### src/verilog/ooo_pkg.sv
package ooo_pkg;

    // base widths
    localparam int WORD_W = 32;     // integer datapath
    localparam int PREG_W = 6;      // physical register tag
    localparam int OP_W   = 3;      // alu operation code

    // operand / result value
    typedef logic [WORD_W-1:0] word_t;

    // producer tag, also the cdb wakeup key
    typedef logic [PREG_W-1:0] preg_t;

    // alu operation code
    typedef logic [OP_W-1:0] alu_op_t;

    // which alu issue queue takes the dispatch
    typedef logic iq_idx_t;

    // operation codes
    localparam alu_op_t OP_ADD = 3'd0;  // src1 + src2
    localparam alu_op_t OP_SUB = 3'd1;  // src1 - src2
    localparam alu_op_t OP_AND = 3'd2;
    localparam alu_op_t OP_OR  = 3'd3;
    localparam alu_op_t OP_XOR = 3'd4;
    localparam alu_op_t OP_SLT = 3'd5;  // signed compare, 1 or 0
    localparam alu_op_t OP_SLL = 3'd6;  // shift amount from src2[4:0]
    localparam alu_op_t OP_SRL = 3'd7;  // logical, zero fill

    // alu queues, one result fifo each, all feeding one cdb lane
    localparam int NUM_ALU_IQ = 2;

endpackage

### src/verilog/fu_result_if.sv
`timescale 1ns/100ps

// executed result waiting for the cdb
interface fu_result_if import ooo_pkg::*; ();

    logic  valid;   // fifo not empty
    logic  ready;   // granted by the arbiter, pops head
    preg_t tag;
    word_t data;

    modport source (
        output valid, tag, data,
        input  ready
    );

    modport sink (
        input  valid, tag, data,
        output ready
    );

endinterface

### src/verilog/result_fifo.sv
`timescale 1ns/100ps

module result_fifo import ooo_pkg::*; #(
    parameter int RES_FIFO_DEPTH = 2
) (
    input  logic          clk,
    input  logic          reset_i,
    input  logic          flush_i,
    input  logic          push_i,       // issue strobe from the queue
    input  preg_t         push_tag_i,
    input  word_t         push_data_i,
    output logic          full_o,
    fu_result_if.source   res
);

    localparam int PTR_W = (RES_FIFO_DEPTH > 1) ? $clog2(RES_FIFO_DEPTH) : 1;
    localparam int CNT_W = $clog2(RES_FIFO_DEPTH + 1);

    preg_t            tag_mem  [RES_FIFO_DEPTH];
    word_t            data_mem [RES_FIFO_DEPTH];
    logic [PTR_W-1:0] wr_ptr;
    logic [PTR_W-1:0] rd_ptr;
    logic [CNT_W-1:0] count;
    logic             do_push;
    logic             do_pop;

    // wrap at depth, depth need not be a power of two
    function automatic logic [PTR_W-1:0] ptr_next(input logic [PTR_W-1:0] p);
        return (p == PTR_W'(RES_FIFO_DEPTH - 1)) ? '0 : p + 1'b1;
    endfunction

    assign full_o  = (count == CNT_W'(RES_FIFO_DEPTH));
    assign do_push = push_i && !full_o;
    assign do_pop  = res.valid && res.ready;  // arbiter grant

    // head straight from storage, no write bypass
    assign res.valid = (count != '0);
    assign res.tag   = tag_mem[rd_ptr];
    assign res.data  = data_mem[rd_ptr];

    always_ff @(posedge clk) begin
        if (reset_i || flush_i) begin
            wr_ptr <= '0;
            rd_ptr <= '0;
            count  <= '0;
        end else begin
            if (do_push) wr_ptr <= ptr_next(wr_ptr);
            if (do_pop) rd_ptr <= ptr_next(rd_ptr);
            count <= count + CNT_W'(do_push) - CNT_W'(do_pop);
        end
    end

    always_ff @(posedge clk) begin
        if (do_push) begin
            tag_mem[wr_ptr]  <= push_tag_i;
            data_mem[wr_ptr] <= push_data_i;
        end
    end

endmodule
### src/flat_wrapper.sv
// flat-port wrapper written by rule: the top's interface ports become plain ports
module result_fifo_flat import ooo_pkg::*;
#(
    parameter int RES_FIFO_DEPTH = 2
)
  (clk, reset_i, flush_i, push_i, push_tag_i, push_data_i, full_o, res_valid, res_tag, res_data, res_ready);
  fu_result_if res_i ();
  input  logic clk;
  input  logic reset_i;
  input  logic flush_i;
  input  logic push_i;
  input  preg_t push_tag_i;
  input  word_t push_data_i;
  output logic full_o;
  output wire logic [$bits(res_i.valid)-1:0] res_valid;
  output wire logic [$bits(res_i.tag)-1:0] res_tag;
  output wire logic [$bits(res_i.data)-1:0] res_data;
  input wire logic [$bits(res_i.ready)-1:0] res_ready;
  assign res_valid = res_i.valid;
  assign res_tag = res_i.tag;
  assign res_data = res_i.data;
  assign res_i.ready = res_ready;
  result_fifo #(.RES_FIFO_DEPTH(RES_FIFO_DEPTH)) u_core (.clk(clk), .reset_i(reset_i), .flush_i(flush_i), .push_i(push_i), .push_tag_i(push_tag_i), .push_data_i(push_data_i), .full_o(full_o), .res(res_i));
endmodule
### config.mk
export PLATFORM = sky130hd
export DESIGN_NAME = result_fifo_flat
export DESIGN_NICKNAME = d
export VERILOG_FILES = /design/src/verilog/ooo_pkg.sv /design/src/verilog/fu_result_if.sv /design/src/verilog/result_fifo.sv /design/src/flat_wrapper.sv
export SDC_FILE = /design/constraint.sdc
export NUM_CORES = 1
export LEC_CHECK = 0
export BUFFER_PORTS_ARGS = -buffer_cell sky130_fd_sc_hd__buf_2
export CAP_MARGIN = 20
export CORE_AREA = 2 2 93 68
export DETAILED_ROUTE_END_ITERATION = 10
export DIE_AREA = 0 0 95 70
export PLACE_DENSITY = 0.81
export SETUP_SLACK_MARGIN = 0.1
export SYNTH_ARGS = -nofsm -noshare
export SYNTH_HDL_FRONTEND = slang
export SYNTH_SLANG_ARGS = --single-unit
### constraint.sdc
create_clock -name clk -period 5.2 [get_ports clk]
set_input_delay 0.78 -clock clk [delete_from_list [all_inputs] [get_ports clk]]
set_output_delay 0.78 -clock clk [all_outputs]
set_load 0.005 [all_outputs]
==> run summary <==
Adder-Cell Fraction of Synth Area: 0.812%
ant diodes: 0
gpl congestion: 0.709
Synth area leaders: edfxtp_1 (74%), mux2_4 (9.7%), mux2_1 (5.1%)
Mapped Nets: 192
Max Cap Viol: 0
DRC: 0
switching share of power: 18.9%
final worst path period need: 2.58 ns
PortBufs: 82
Crit path max-delay family: flip-flops
layout cells sized above 1: 53.3%
post-synth top area cell: edfxtp_1
multi-input logic area: 643 sq um
CP Cell Sequence: buf_16 > mux2_1 > buf_2
final setup fails: 0
mux cell area share after synthesis: 16.3%
CTS root buf: clkbuf_8
clk_lat worst skew: 0.34 ns
Clock Path Buffers: 2
Routed WL: 4710 um
grt ovf: 0
Filler cells: 427
PnR worst setup slack: 2.62 ns
Critical Path AT: 1.80 ns
Yosys top cell area share: 74.1%
nets@finish: 283
area of the core: 5920 sq um
vias post-DR: 1574
fmax: 388 MHz
initial DRC count: 69
TritonCTS buffer count: 9
post-cts resize count: 0
Finished Cell Area: 3820 sq um
CP max FO: 21
largest net degree at the start of global routing: 39
initial antenna violation count: 0
die area: 6650 sq um
dpl cells: 304
Mean Syn Cell Area: 21.0 sq um
FF/Latch Area: 2380 sq um
# rows: 24
area grow syn2layout: 24.0%
critical path buffer and inverter count: 2
vias in the first global route: 1477
run status: finished clean
largest family of logic cells by synthesized area: multiplexers
first-pass GRT wire length: 6980 um
Netlist cell types: 21
dpl ws: 2.79 ns
Reg clk slew, reported paths: 0.07 ns
Max stage delay on crit path: 0.73 ns
Die W: 95 um
setup bufs post-CTS: 0
Yosys reg bits: 81
cts hold-fix bufs: 0
Gate Count Post-Synth: 147
I/O Pins: 83
Area after DPL: 3560 sq um
P_leak: 1.50 nW
Synth Area in Simple Gates: 2.40%
clock share of power: 37.2%
GRT Resource Usage Total: 14.6%
combinational share of power: 8.0%
wire length per cell: 14.7 um
Slowest-stage cell, CP: dfxtp_2
DR pass1 iterations: 4
unrepaired setup endpoints after global routing: false
CTS tree: built
Yosys Warn Count: 0
Net Sw Power: 263 uW
Synth Area in Compound Gates: 0.731%
post-DP HPWL: 3080 um
post-DR vias/cell: 4.92
worst vdd ir: 0.184 mV
cell-internal power: 1.13 mW
Startpoint Class: flip-flop
Initial Util: 52.1%
Seq pwr share: 54.8%
Antenna Nets Post-Route: 0
Synth Area in XOR/XNOR: 0.568%
final setup skew: 0.00614 ns
max-slew violations: 0
area of the mapped netlist: 3080 sq um
CTS Sinks: 81
Seq/Total Area, Yosys: 77.3%
Fin Setup TNS: 0 ns
final worst path period share: 49.6%
H-Tree Depth: 3
pwr dens: 363 nW/um^2
HP Class: flip-flop to flip-flop
Final Hold Vio Count: 0
die height: 70 um
Slew @ Worst Pin: 0.920 ns
fin cells: 320
critical path class: flip-flop to primary output
Crit. End Element: primary output
Critical Path RT: 4.42 ns
Rel. slew slack: 38.6%
==> synthesized netlist by cell type, drive strengths merged <==
cell type  instances
o21ai              1
buf                4
a21oi              1
or3                1
inv                5
nor2b              1
edfxtp            76
dfxtp              5
or2                2
nor2               5
xnor2              1
ha                 2
o21a               1
xor2               1
nor3               1
mux2              38
and2               2
==> layout make-up <==
type                    count  share of cell area (%)
clock buffers               9                    3.24
clock inverters             6                    2.82
inverters                   5                   0.491
multi-input cells          57                    16.8
flip-flops and latches     81                    62.4
well taps                  78                    2.55
repair buffers             84                    11.7
==> final timing paths <==
check | start | end | slack, ns | cells after the start
worst max-delay path | flip-flop | res_data[28] | 2.62 | 3
worst max register to register | u_core.count[1]$_SDFF_PP0_ | u_core.data_mem[1][11]$_DFFE_PP_ | 3.38 | 3
worst min register to register | u_core.wr_ptr$_SDFFE_PP0P_ | u_core.wr_ptr$_SDFFE_PP0P_ | 0.52 | 2
worst min-delay path | u_core.wr_ptr$_SDFFE_PP0P_ | u_core.wr_ptr$_SDFFE_PP0P_ | 0.52 | 2
==> cells in the final DEF, fill, tap and decap left out, types with 2 or more instances in the layout <==
cell type | synthesis | final
mux2_4 | 20 | 20
clkbuf_8 | 0 | 9
dfxtp_1 | 5 | 4
ha_1 | 2 | 2
bufinv_16 | 0 | 3
inv_1 | 5 | 5
mux2_1 | 14 | 14
buf_2 | 1 | 82
mux2_2 | 4 | 4
edfxtp_1 | 76 | 76
nor2_1 | 5 | 5
==> sequential cells by signal (all words and copies together), names as in the netlist, named ones only <==
register	count
u_core.wr_ptr	1
u_core.count	2
u_core.data_mem	64
u_core.tag_mem	12
u_core.rd_ptr	1
==> worst reg2reg max path: stages (launching register included) <==
cell,delay [ns]
dfxtp_1,0.35
nor2b_4,0.15
nor2_1,0.15
and2_2,0.78
==> routing by layer <==
layer	vias up	GRT usage, %	share of wire (%)
met4	0	3.86	0.74
met1	756	17.7	43
met2	71	22.9	47
met5	-	0	0
li1	743	-	-
met3	4	7.87	10
==> per-stage QoR <==
step | total power, mW | hold slack, ns | util, %
floorplan | 0.832 | 0.480 | -
global placement | 0.883 | 0.496 | 60.2
detailed placement | 0.888 | 0.494 | 60.2
CTS | 1.40 | 0.516 | 64.1
global route | 1.44 | 0.541 | 64.6
finish | 1.39 | 0.515 | 64.6
==> cell families (layout without fill, tap and decap cells) <==
family                   Yosys count  after routing
flip-flops                        81             81
multiplexers                      38             38
AND/OR/NAND/NOR                   12             12
buffers and inverters              9            104
AO/OA/AOI/OAI                      3              3
adder cells (fa/ha/maj)            2              2
XOR/XNOR                           2              2
==> power groups by stage <==
| stage | Clock, mW | Combinational (mW) | Sequential (mW) |
|---|---|---|---|
| 3_5_place_dp | 0 | 0.110 | 0.777 |
| 6_report | 0.517 | 0.111 | 0.760 |
| 2_1_floorplan | 0 | 0.0619 | 0.771 |
| 4_1_cts | 0.530 | 0.111 | 0.763 |
| 3_3_place_gp | 0 | 0.108 | 0.776 |
| 5_1_grt | 0.555 | 0.123 | 0.764 |
Power figures use the tool's default switching activity.
