===== config.mk =====
export PLATFORM = sky130hd
export DESIGN_NAME = alu_iq_flat
export DESIGN_NICKNAME = d
export VERILOG_FILES = /design/src/verilog/ooo_pkg.sv /design/src/verilog/dispatch_if.sv /design/src/verilog/alu.sv /design/src/verilog/alu_iq.sv /design/src/flat_wrapper.sv
export SDC_FILE = /design/constraint.sdc
export NUM_CORES = 1
export LEC_CHECK = 0
export BUFFER_PORTS_ARGS = -buffer_cell sky130_fd_sc_hd__clkbuf_2
export CORE_MARGIN = 5
export CORE_UTILIZATION = 25
export DETAILED_ROUTE_END_ITERATION = 8
export PLACE_DENSITY = 0.43
export SLEW_MARGIN = 25
export SYNTH_ARGS = -nofsm -noshare
export SYNTH_HDL_FRONTEND = slang
export SYNTH_SLANG_ARGS = --single-unit

===== constraint.sdc =====
create_clock -name clk -period 12 [get_ports clk]
set_clock_uncertainty 0.1 [all_clocks]
set_input_delay 1.8 -clock clk [delete_from_list [all_inputs] [get_ports clk]]
set_output_delay 1.8 -clock clk [all_outputs]
set_load 0.03 [all_outputs]

===== src/verilog/ooo_pkg.sv =====
package ooo_pkg;

    // base widths
    localparam int WORD_W = 32;     // integer datapath
    localparam int PREG_W = 6;      // physical register tag
    localparam int OP_W   = 3;      // alu operation code

    // operand / result value
    typedef logic [WORD_W-1:0] word_t;

    // producer tag, also the cdb wakeup key
    typedef logic [PREG_W-1:0] preg_t;

    // alu operation code
    typedef logic [OP_W-1:0] alu_op_t;

    // which alu issue queue takes the dispatch
    typedef logic iq_idx_t;

    // operation codes
    localparam alu_op_t OP_ADD = 3'd0;  // src1 + src2
    localparam alu_op_t OP_SUB = 3'd1;  // src1 - src2
    localparam alu_op_t OP_AND = 3'd2;
    localparam alu_op_t OP_OR  = 3'd3;
    localparam alu_op_t OP_XOR = 3'd4;
    localparam alu_op_t OP_SLT = 3'd5;  // signed compare, 1 or 0
    localparam alu_op_t OP_SLL = 3'd6;  // shift amount from src2[4:0]
    localparam alu_op_t OP_SRL = 3'd7;  // logical, zero fill

    // alu queues, one result fifo each, all feeding one cdb lane
    localparam int NUM_ALU_IQ = 2;

endpackage


===== src/verilog/dispatch_if.sv =====
`timescale 1ns/100ps

// one dispatched instruction, top level -> alu issue queue
interface dispatch_if import ooo_pkg::*; ();

    logic    valid;       // instruction present
    logic    ready;       // queue has a free entry
    alu_op_t op;
    preg_t   dst;         // result tag
    preg_t   src1_tag;
    logic    src1_rdy;    // src1_data already valid
    word_t   src1_data;
    preg_t   src2_tag;
    logic    src2_rdy;
    word_t   src2_data;

    modport source (
        output valid, op, dst, src1_tag, src1_rdy, src1_data, src2_tag, src2_rdy, src2_data,
        input  ready
    );

    modport queue (
        input  valid, op, dst, src1_tag, src1_rdy, src1_data, src2_tag, src2_rdy, src2_data,
        output ready
    );

endinterface


===== src/verilog/alu.sv =====
`timescale 1ns/100ps

// single cycle integer alu, pure comb
module alu import ooo_pkg::*; (
    input  alu_op_t op_i,
    input  word_t   src1_i,
    input  word_t   src2_i,
    output word_t   result_o
);

    always_comb begin
        result_o = '0;
        case (op_i)
            OP_ADD: result_o = src1_i + src2_i;
            OP_SUB: result_o = src1_i - src2_i;
            OP_AND: result_o = src1_i & src2_i;
            OP_OR:  result_o = src1_i | src2_i;
            OP_XOR: result_o = src1_i ^ src2_i;
            OP_SLT: begin
                // signed less-than, zero extended to a word
                result_o = {{(WORD_W-1){1'b0}}, $signed(src1_i) < $signed(src2_i)};
            end
            OP_SLL: result_o = src1_i << src2_i[4:0];   // only low 5 bits count
            OP_SRL: result_o = src1_i >> src2_i[4:0];   // logical, no sign fill
            default: result_o = '0;
        endcase
    end

endmodule


===== src/verilog/alu_iq.sv =====
`timescale 1ns/100ps

module alu_iq import ooo_pkg::*; #(
    parameter int IQ_DEPTH = 4
) (
    input  logic      clk,
    input  logic      reset_i,
    input  logic      flush_i,
    dispatch_if.queue disp,
    input  logic      fifo_full_i,      // result fifo cannot take an issue
    input  logic      cdb_valid_i,
    input  preg_t     cdb_tag_i,
    input  word_t     cdb_data_i,
    output logic      issue_valid_o,    // push strobe into result fifo
    output preg_t     issue_tag_o,
    output word_t     issue_data_o
);

    localparam int IDX_W = (IQ_DEPTH > 1) ? $clog2(IQ_DEPTH) : 1;

    logic [IQ_DEPTH-1:0] ent_valid;     // only control state in the queue
    alu_op_t             ent_op      [IQ_DEPTH];
    preg_t               ent_dst     [IQ_DEPTH];
    preg_t               ent_s1_tag  [IQ_DEPTH];
    logic [IQ_DEPTH-1:0] ent_s1_rdy;
    word_t               ent_s1_data [IQ_DEPTH];
    preg_t               ent_s2_tag  [IQ_DEPTH];
    logic [IQ_DEPTH-1:0] ent_s2_rdy;
    word_t               ent_s2_data [IQ_DEPTH];

    logic [IQ_DEPTH-1:0] wake1;         // cdb hits a waiting src1
    logic [IQ_DEPTH-1:0] wake2;
    logic [IQ_DEPTH-1:0] ent_ready;     // both operands present

    logic             free_found;
    logic [IDX_W-1:0] alloc_idx;
    logic             alloc_en;
    logic             sel_found;
    logic [IDX_W-1:0] sel_idx;
    logic             issue_fire;

    // operands as written at dispatch, cdb forwarded if it matches now
    logic  d_s1_rdy;
    logic  d_s2_rdy;
    word_t d_s1_data;
    word_t d_s2_data;

    assign d_s1_rdy  = disp.src1_rdy || (cdb_valid_i && cdb_tag_i == disp.src1_tag);
    assign d_s2_rdy  = disp.src2_rdy || (cdb_valid_i && cdb_tag_i == disp.src2_tag);
    assign d_s1_data = disp.src1_rdy ? disp.src1_data : cdb_data_i;
    assign d_s2_data = disp.src2_rdy ? disp.src2_data : cdb_data_i;

    always_comb begin
        for (int i = 0; i < IQ_DEPTH; i++) begin
            wake1[i]     = cdb_valid_i && !ent_s1_rdy[i] && (ent_s1_tag[i] == cdb_tag_i);
            wake2[i]     = cdb_valid_i && !ent_s2_rdy[i] && (ent_s2_tag[i] == cdb_tag_i);
            ent_ready[i] = ent_valid[i] && ent_s1_rdy[i] && ent_s2_rdy[i];
        end
    end

    // lowest free slot, walk down so the lowest index lands last
    always_comb begin
        free_found = 1'b0;
        alloc_idx  = '0;
        for (int i = IQ_DEPTH - 1; i >= 0; i--) begin
            if (!ent_valid[i]) begin
                free_found = 1'b1;
                alloc_idx  = IDX_W'(i);
            end
        end
    end

    // lowest ready entry wins issue
    always_comb begin
        sel_found = 1'b0;
        sel_idx   = '0;
        for (int i = IQ_DEPTH - 1; i >= 0; i--) begin
            if (ent_ready[i]) begin
                sel_found = 1'b1;
                sel_idx   = IDX_W'(i);
            end
        end
    end

    assign disp.ready = free_found;
    assign alloc_en   = disp.valid && free_found;
    assign issue_fire = sel_found && !fifo_full_i;    // full fifo holds the entry

    always_ff @(posedge clk) begin
        if (reset_i || flush_i) begin
            ent_valid <= '0;
        end else begin
            if (issue_fire) ent_valid[sel_idx] <= 1'b0;   // freed as it leaves
            if (alloc_en) ent_valid[alloc_idx] <= 1'b1;   // never the issuing slot
        end
    end

    // payload, written on allocate, operands patched by cdb snoop
    always_ff @(posedge clk) begin
        for (int i = 0; i < IQ_DEPTH; i++) begin
            if (alloc_en && alloc_idx == IDX_W'(i)) begin
                ent_op[i]      <= disp.op;
                ent_dst[i]     <= disp.dst;
                ent_s1_tag[i]  <= disp.src1_tag;
                ent_s1_rdy[i]  <= d_s1_rdy;
                ent_s1_data[i] <= d_s1_data;
                ent_s2_tag[i]  <= disp.src2_tag;
                ent_s2_rdy[i]  <= d_s2_rdy;
                ent_s2_data[i] <= d_s2_data;
            end else begin
                if (wake1[i]) begin
                    ent_s1_rdy[i]  <= 1'b1;
                    ent_s1_data[i] <= cdb_data_i;
                end
                if (wake2[i]) begin
                    ent_s2_rdy[i]  <= 1'b1;
                    ent_s2_data[i] <= cdb_data_i;
                end
            end
        end
    end

    alu i_alu (
        .op_i    (ent_op[sel_idx]),
        .src1_i  (ent_s1_data[sel_idx]),
        .src2_i  (ent_s2_data[sel_idx]),
        .result_o(issue_data_o)
    );

    assign issue_valid_o = issue_fire;
    assign issue_tag_o   = ent_dst[sel_idx];

endmodule


===== src/flat_wrapper.sv =====
// flat-port wrapper written by rule: the top's interface ports become plain ports
module alu_iq_flat import ooo_pkg::*;
#(
    parameter int IQ_DEPTH = 4
)
  (clk, reset_i, flush_i, fifo_full_i, cdb_valid_i, cdb_tag_i, cdb_data_i, issue_valid_o, issue_tag_o, issue_data_o, disp_valid, disp_op, disp_dst, disp_src1_tag, disp_src1_rdy, disp_src1_data, disp_src2_tag, disp_src2_rdy, disp_src2_data, disp_ready);
  dispatch_if disp_i ();
  input  logic clk;
  input  logic reset_i;
  input  logic flush_i;
  input  logic fifo_full_i;
  input  logic cdb_valid_i;
  input  preg_t cdb_tag_i;
  input  word_t cdb_data_i;
  output logic issue_valid_o;
  output preg_t issue_tag_o;
  output word_t issue_data_o;
  input wire logic [$bits(disp_i.valid)-1:0] disp_valid;
  input wire logic [$bits(disp_i.op)-1:0] disp_op;
  input wire logic [$bits(disp_i.dst)-1:0] disp_dst;
  input wire logic [$bits(disp_i.src1_tag)-1:0] disp_src1_tag;
  input wire logic [$bits(disp_i.src1_rdy)-1:0] disp_src1_rdy;
  input wire logic [$bits(disp_i.src1_data)-1:0] disp_src1_data;
  input wire logic [$bits(disp_i.src2_tag)-1:0] disp_src2_tag;
  input wire logic [$bits(disp_i.src2_rdy)-1:0] disp_src2_rdy;
  input wire logic [$bits(disp_i.src2_data)-1:0] disp_src2_data;
  output wire logic [$bits(disp_i.ready)-1:0] disp_ready;
  assign disp_i.valid = disp_valid;
  assign disp_i.op = disp_op;
  assign disp_i.dst = disp_dst;
  assign disp_i.src1_tag = disp_src1_tag;
  assign disp_i.src1_rdy = disp_src1_rdy;
  assign disp_i.src1_data = disp_src1_data;
  assign disp_i.src2_tag = disp_src2_tag;
  assign disp_i.src2_rdy = disp_src2_rdy;
  assign disp_i.src2_data = disp_src2_data;
  assign disp_ready = disp_i.ready;
  alu_iq #(.IQ_DEPTH(IQ_DEPTH)) u_core (.clk(clk), .reset_i(reset_i), .flush_i(flush_i), .disp(disp_i), .fifo_full_i(fifo_full_i), .cdb_valid_i(cdb_valid_i), .cdb_tag_i(cdb_tag_i), .cdb_data_i(cdb_data_i), .issue_valid_o(issue_valid_o), .issue_tag_o(issue_tag_o), .issue_data_o(issue_data_o));
endmodule

==> metrics.yaml <==
status: "finished clean"
startpoint_type: "flop"
p_clk_share_pct: 32.1
crit_path_max_fanout: 59
crit_type: "reg2out"
h-tree-depth: 2
critPathMaxStageDelay_ps: 710
cp_slowest_cell: "buf_4"
clk_pin_slew_ps: 60
syn_area_per_cell_um2: 10.4
switching_share_pct: 32.0
wl_per_cell_um: 26.9
io_pins: 171
rrSetupSlack_ps: 8870
p_switching_w: 0.00109
cts_buffers: 36
clkSinkCount: 352
critPathMostFrequentCell: "buf_4"
tritoncts: "done"
ir_drop_mv: 0.111
p_leak_nw: 10.2
arrival_ps: 7160
synth_warnings: 0
synth_common_cells: "edfxtp_1 (348), mux2_2 (268), nor2_1 (190)"
tightestPinTransition_ps: 1080
fin_crit_sh_pct: 75.5
cts-resized-gates: 0
netlist.area_leader.share_pct: 42.3
ys_seq_area_share_pct: 42.6
chipWidth_um: 324
reg2reg_depth: 7
via_count: 20600
antenna_found_initial: 14
drive_above_1_share_pct: 24.5
fp.dieArea_um2: 105000
p_int_w: 0.00231
fillCellCount: 10200
yosysMostFrequentCell: "edfxtp_1"
syn_inst: 2387
yosys.area.top_type: "edfxtp_1"
clock_latency_ps: 540
core_um2: 98300
p_seq_share_pct: 41.3
dpl.hpwl_um: 72000
grt_pass1_vias: 20300
grt_pass1_wl_um: 146000
place.gp.congestion: 0.903
min_to: "u_core.ent_valid[3]"
placement.io_buffers: 170
async_reset_ff_share_pct: 0
syn_nets: 2617
power_frac_comb_pct: 26.6
holdBufCountCts: 0
grt_max_degree: 70
final_max_slew_viol_count: 0
path_buf_inv: 5
relSlewSlack_pct: 27.7
path_cells: "and3_2 > buf_4 > a31oi_4 > buf_4 > a2bb2oi_4 > buf_4 > ha_1 > inv_1 > fa_1 > a21o_1 > a2111o_1 > o21a_1 > nand4b_1 > o211ai_1 > a21oi_1 > o21ai_0 > a2111oi_2 > a2111o_1 > clkbuf_2"
regToRegStartpoint: "u_core.ent_valid[2]"
avgViaCountPerCell: 5.41
synth_edf_count: 348
synth_area_leaders: "edfxtp_1 (42%), mux2_2 (12%), ha_1 (4.9%)"
fmaxAchievable_mhz: 110
worstPathRequired_ps: 10100
drc_errors: 0
crit_start: "u_core.ent_s2_rdy[0]"
postLayoutCellArea_um2: 28300
syn_area_um2: 24700
clk_path_buf_depth: 3
finalNetCount: 2719
critPathCaptureType: "output pin"
first_iter_violations: 2286
cts_setup_buffers: 0
totalWireLength_um: 102000
path_delay_family: "compound AO/OA/AOI/OAI gates"
hold_violations: 0
holdCritStartpoint: "u_core.ent_valid[3]"
drtAntennaViolNets: 0
start_util_pct: 25.2
place_area_um2: 27100
min_period_ps: 9060
synthDistinctLibCells: 87
syn_to_final_growth_pct: 14.4
ys.flop_type: "edfxtp_1"
grt_setup_unrepaired: "no"
setup_violations: 0
drv_cap: 0
tns_ps: 0
row_count: 115
hold_path.class: "reg2reg"
r2r_end: "u_core.ent_s2_data[3][20]"
grt_overflow: 0
cts_root_buf: "clkbuf_16"
holdPathStages: 2
power_density_nw_per_um2: 120
die_y_um: 324
grt_use_total_pct: 18.5
holdWs_ps: 444
synth-seq-cells: 352
first_pass_iters: 6
-- cells in the final DEF (no fill, tap or decap), drive strengths merged, types with 66 or more instances in the layout --
cell type / Yosys / final
mux2i: 76 / 76
nor2: 190 / 190
buf: 66 / 66
edfxtp: 348 / 348
clkbuf: 106 / 219
mux2: 268 / 268
inv: 99 / 99
a21oi: 167 / 167
ha: 97 / 97
nand2: 161 / 161
o21ai: 110 / 110
-- layout make-up --
class	count	area, um2	share of cell area [%]
inverters	100	388	1.37
diodes	4	10.0	0.0354
flip-flops and latches	352	10500	37.2
clock buffers	49	1010	3.58
well taps	1287	1610	5.69
repair buffers	236	1350	4.77
clock inverters	13	105	0.372
multi-input cells	1763	13300	46.9
-- power groups by stage --
| stage | Combinational (W) | Clock (W) | Sequential (W) |
|---|---|---|---|
| after floorplan | 0.000561 | 0 | 0.00143 |
| after global placement | 0.000888 | 0 | 0.00143 |
| after detailed placement | 0.000888 | 0 | 0.00143 |
| after CTS | 0.000892 | 0.00112 | 0.00141 |
| after global routing | 0.000960 | 0.00117 | 0.00141 |
| final | 0.000904 | 0.00109 | 0.00141 |
-- worst max-delay path by stage --
stage	endpoint	slack, ps	cells past startpoint
3_5_place_dp	issue_data_o[0]	3510	19
5_1_grt	issue_data_o[30]	2590	21
6_report	issue_data_o[0]	2940	19
2_1_floorplan	issue_data_o[26]	4790	22
4_1_cts	issue_data_o[0]	2910	19
3_3_place_gp	issue_data_o[0]	3220	19
-- kinds of logic (layout without fill, tap and decap cells) --
kind of cell | after synthesis | after routing | synth area share, %
compound gates | 663 | 663 | 18.2
xor+xnor | 86 | 86 | 3.05
fa+ha+maj | 99 | 99 | 5.07
buf+inv | 272 | 398 | 4.56
flops | 352 | 352 | 42.6
mux | 344 | 344 | 15.3
other cells | 0 | 4 | 0
simple gates | 571 | 571 | 11.2
-- registers in the layout (all words and copies together) (netlist names) --
name                cells
u_core.ent_s2_data    128
u_core.ent_dst         24
u_core.ent_s1_rdy       4
u_core.ent_s2_rdy       4
u_core.ent_valid        4
u_core.ent_op          12
u_core.ent_s1_data    128
u_core.ent_s2_tag      24
u_core.ent_s1_tag      24
-- per-layer routing --
layer,track usage (%),wire [um],vias to the layer above
li1,-,-,9295
met1,24.9,44800,10400
met2,31.1,48800,784
met3,2.69,6060,137
met4,4.73,2600,18
met5,0,114,-
-- tightest hold or removal path: stages (launching register included) --
cell and delay [ps]:
dfxtp_1 340, o21ai_0 80, a21oi_1 70
-- stage by stage --
stage	util, %	setup WS (ps)	total power [W]	std cells
after floorplan	-	4790	0.00199	2387
after global placement	27.6	3220	0.00232	3737
after detailed placement	27.6	3510	0.00232	3737
after CTS	28.8	2910	0.00342	3799
after global routing	28.8	2590	0.00353	3802
final	28.8	2940	0.00340	3804
Note: power is estimated with default switching activity, not from simulation.
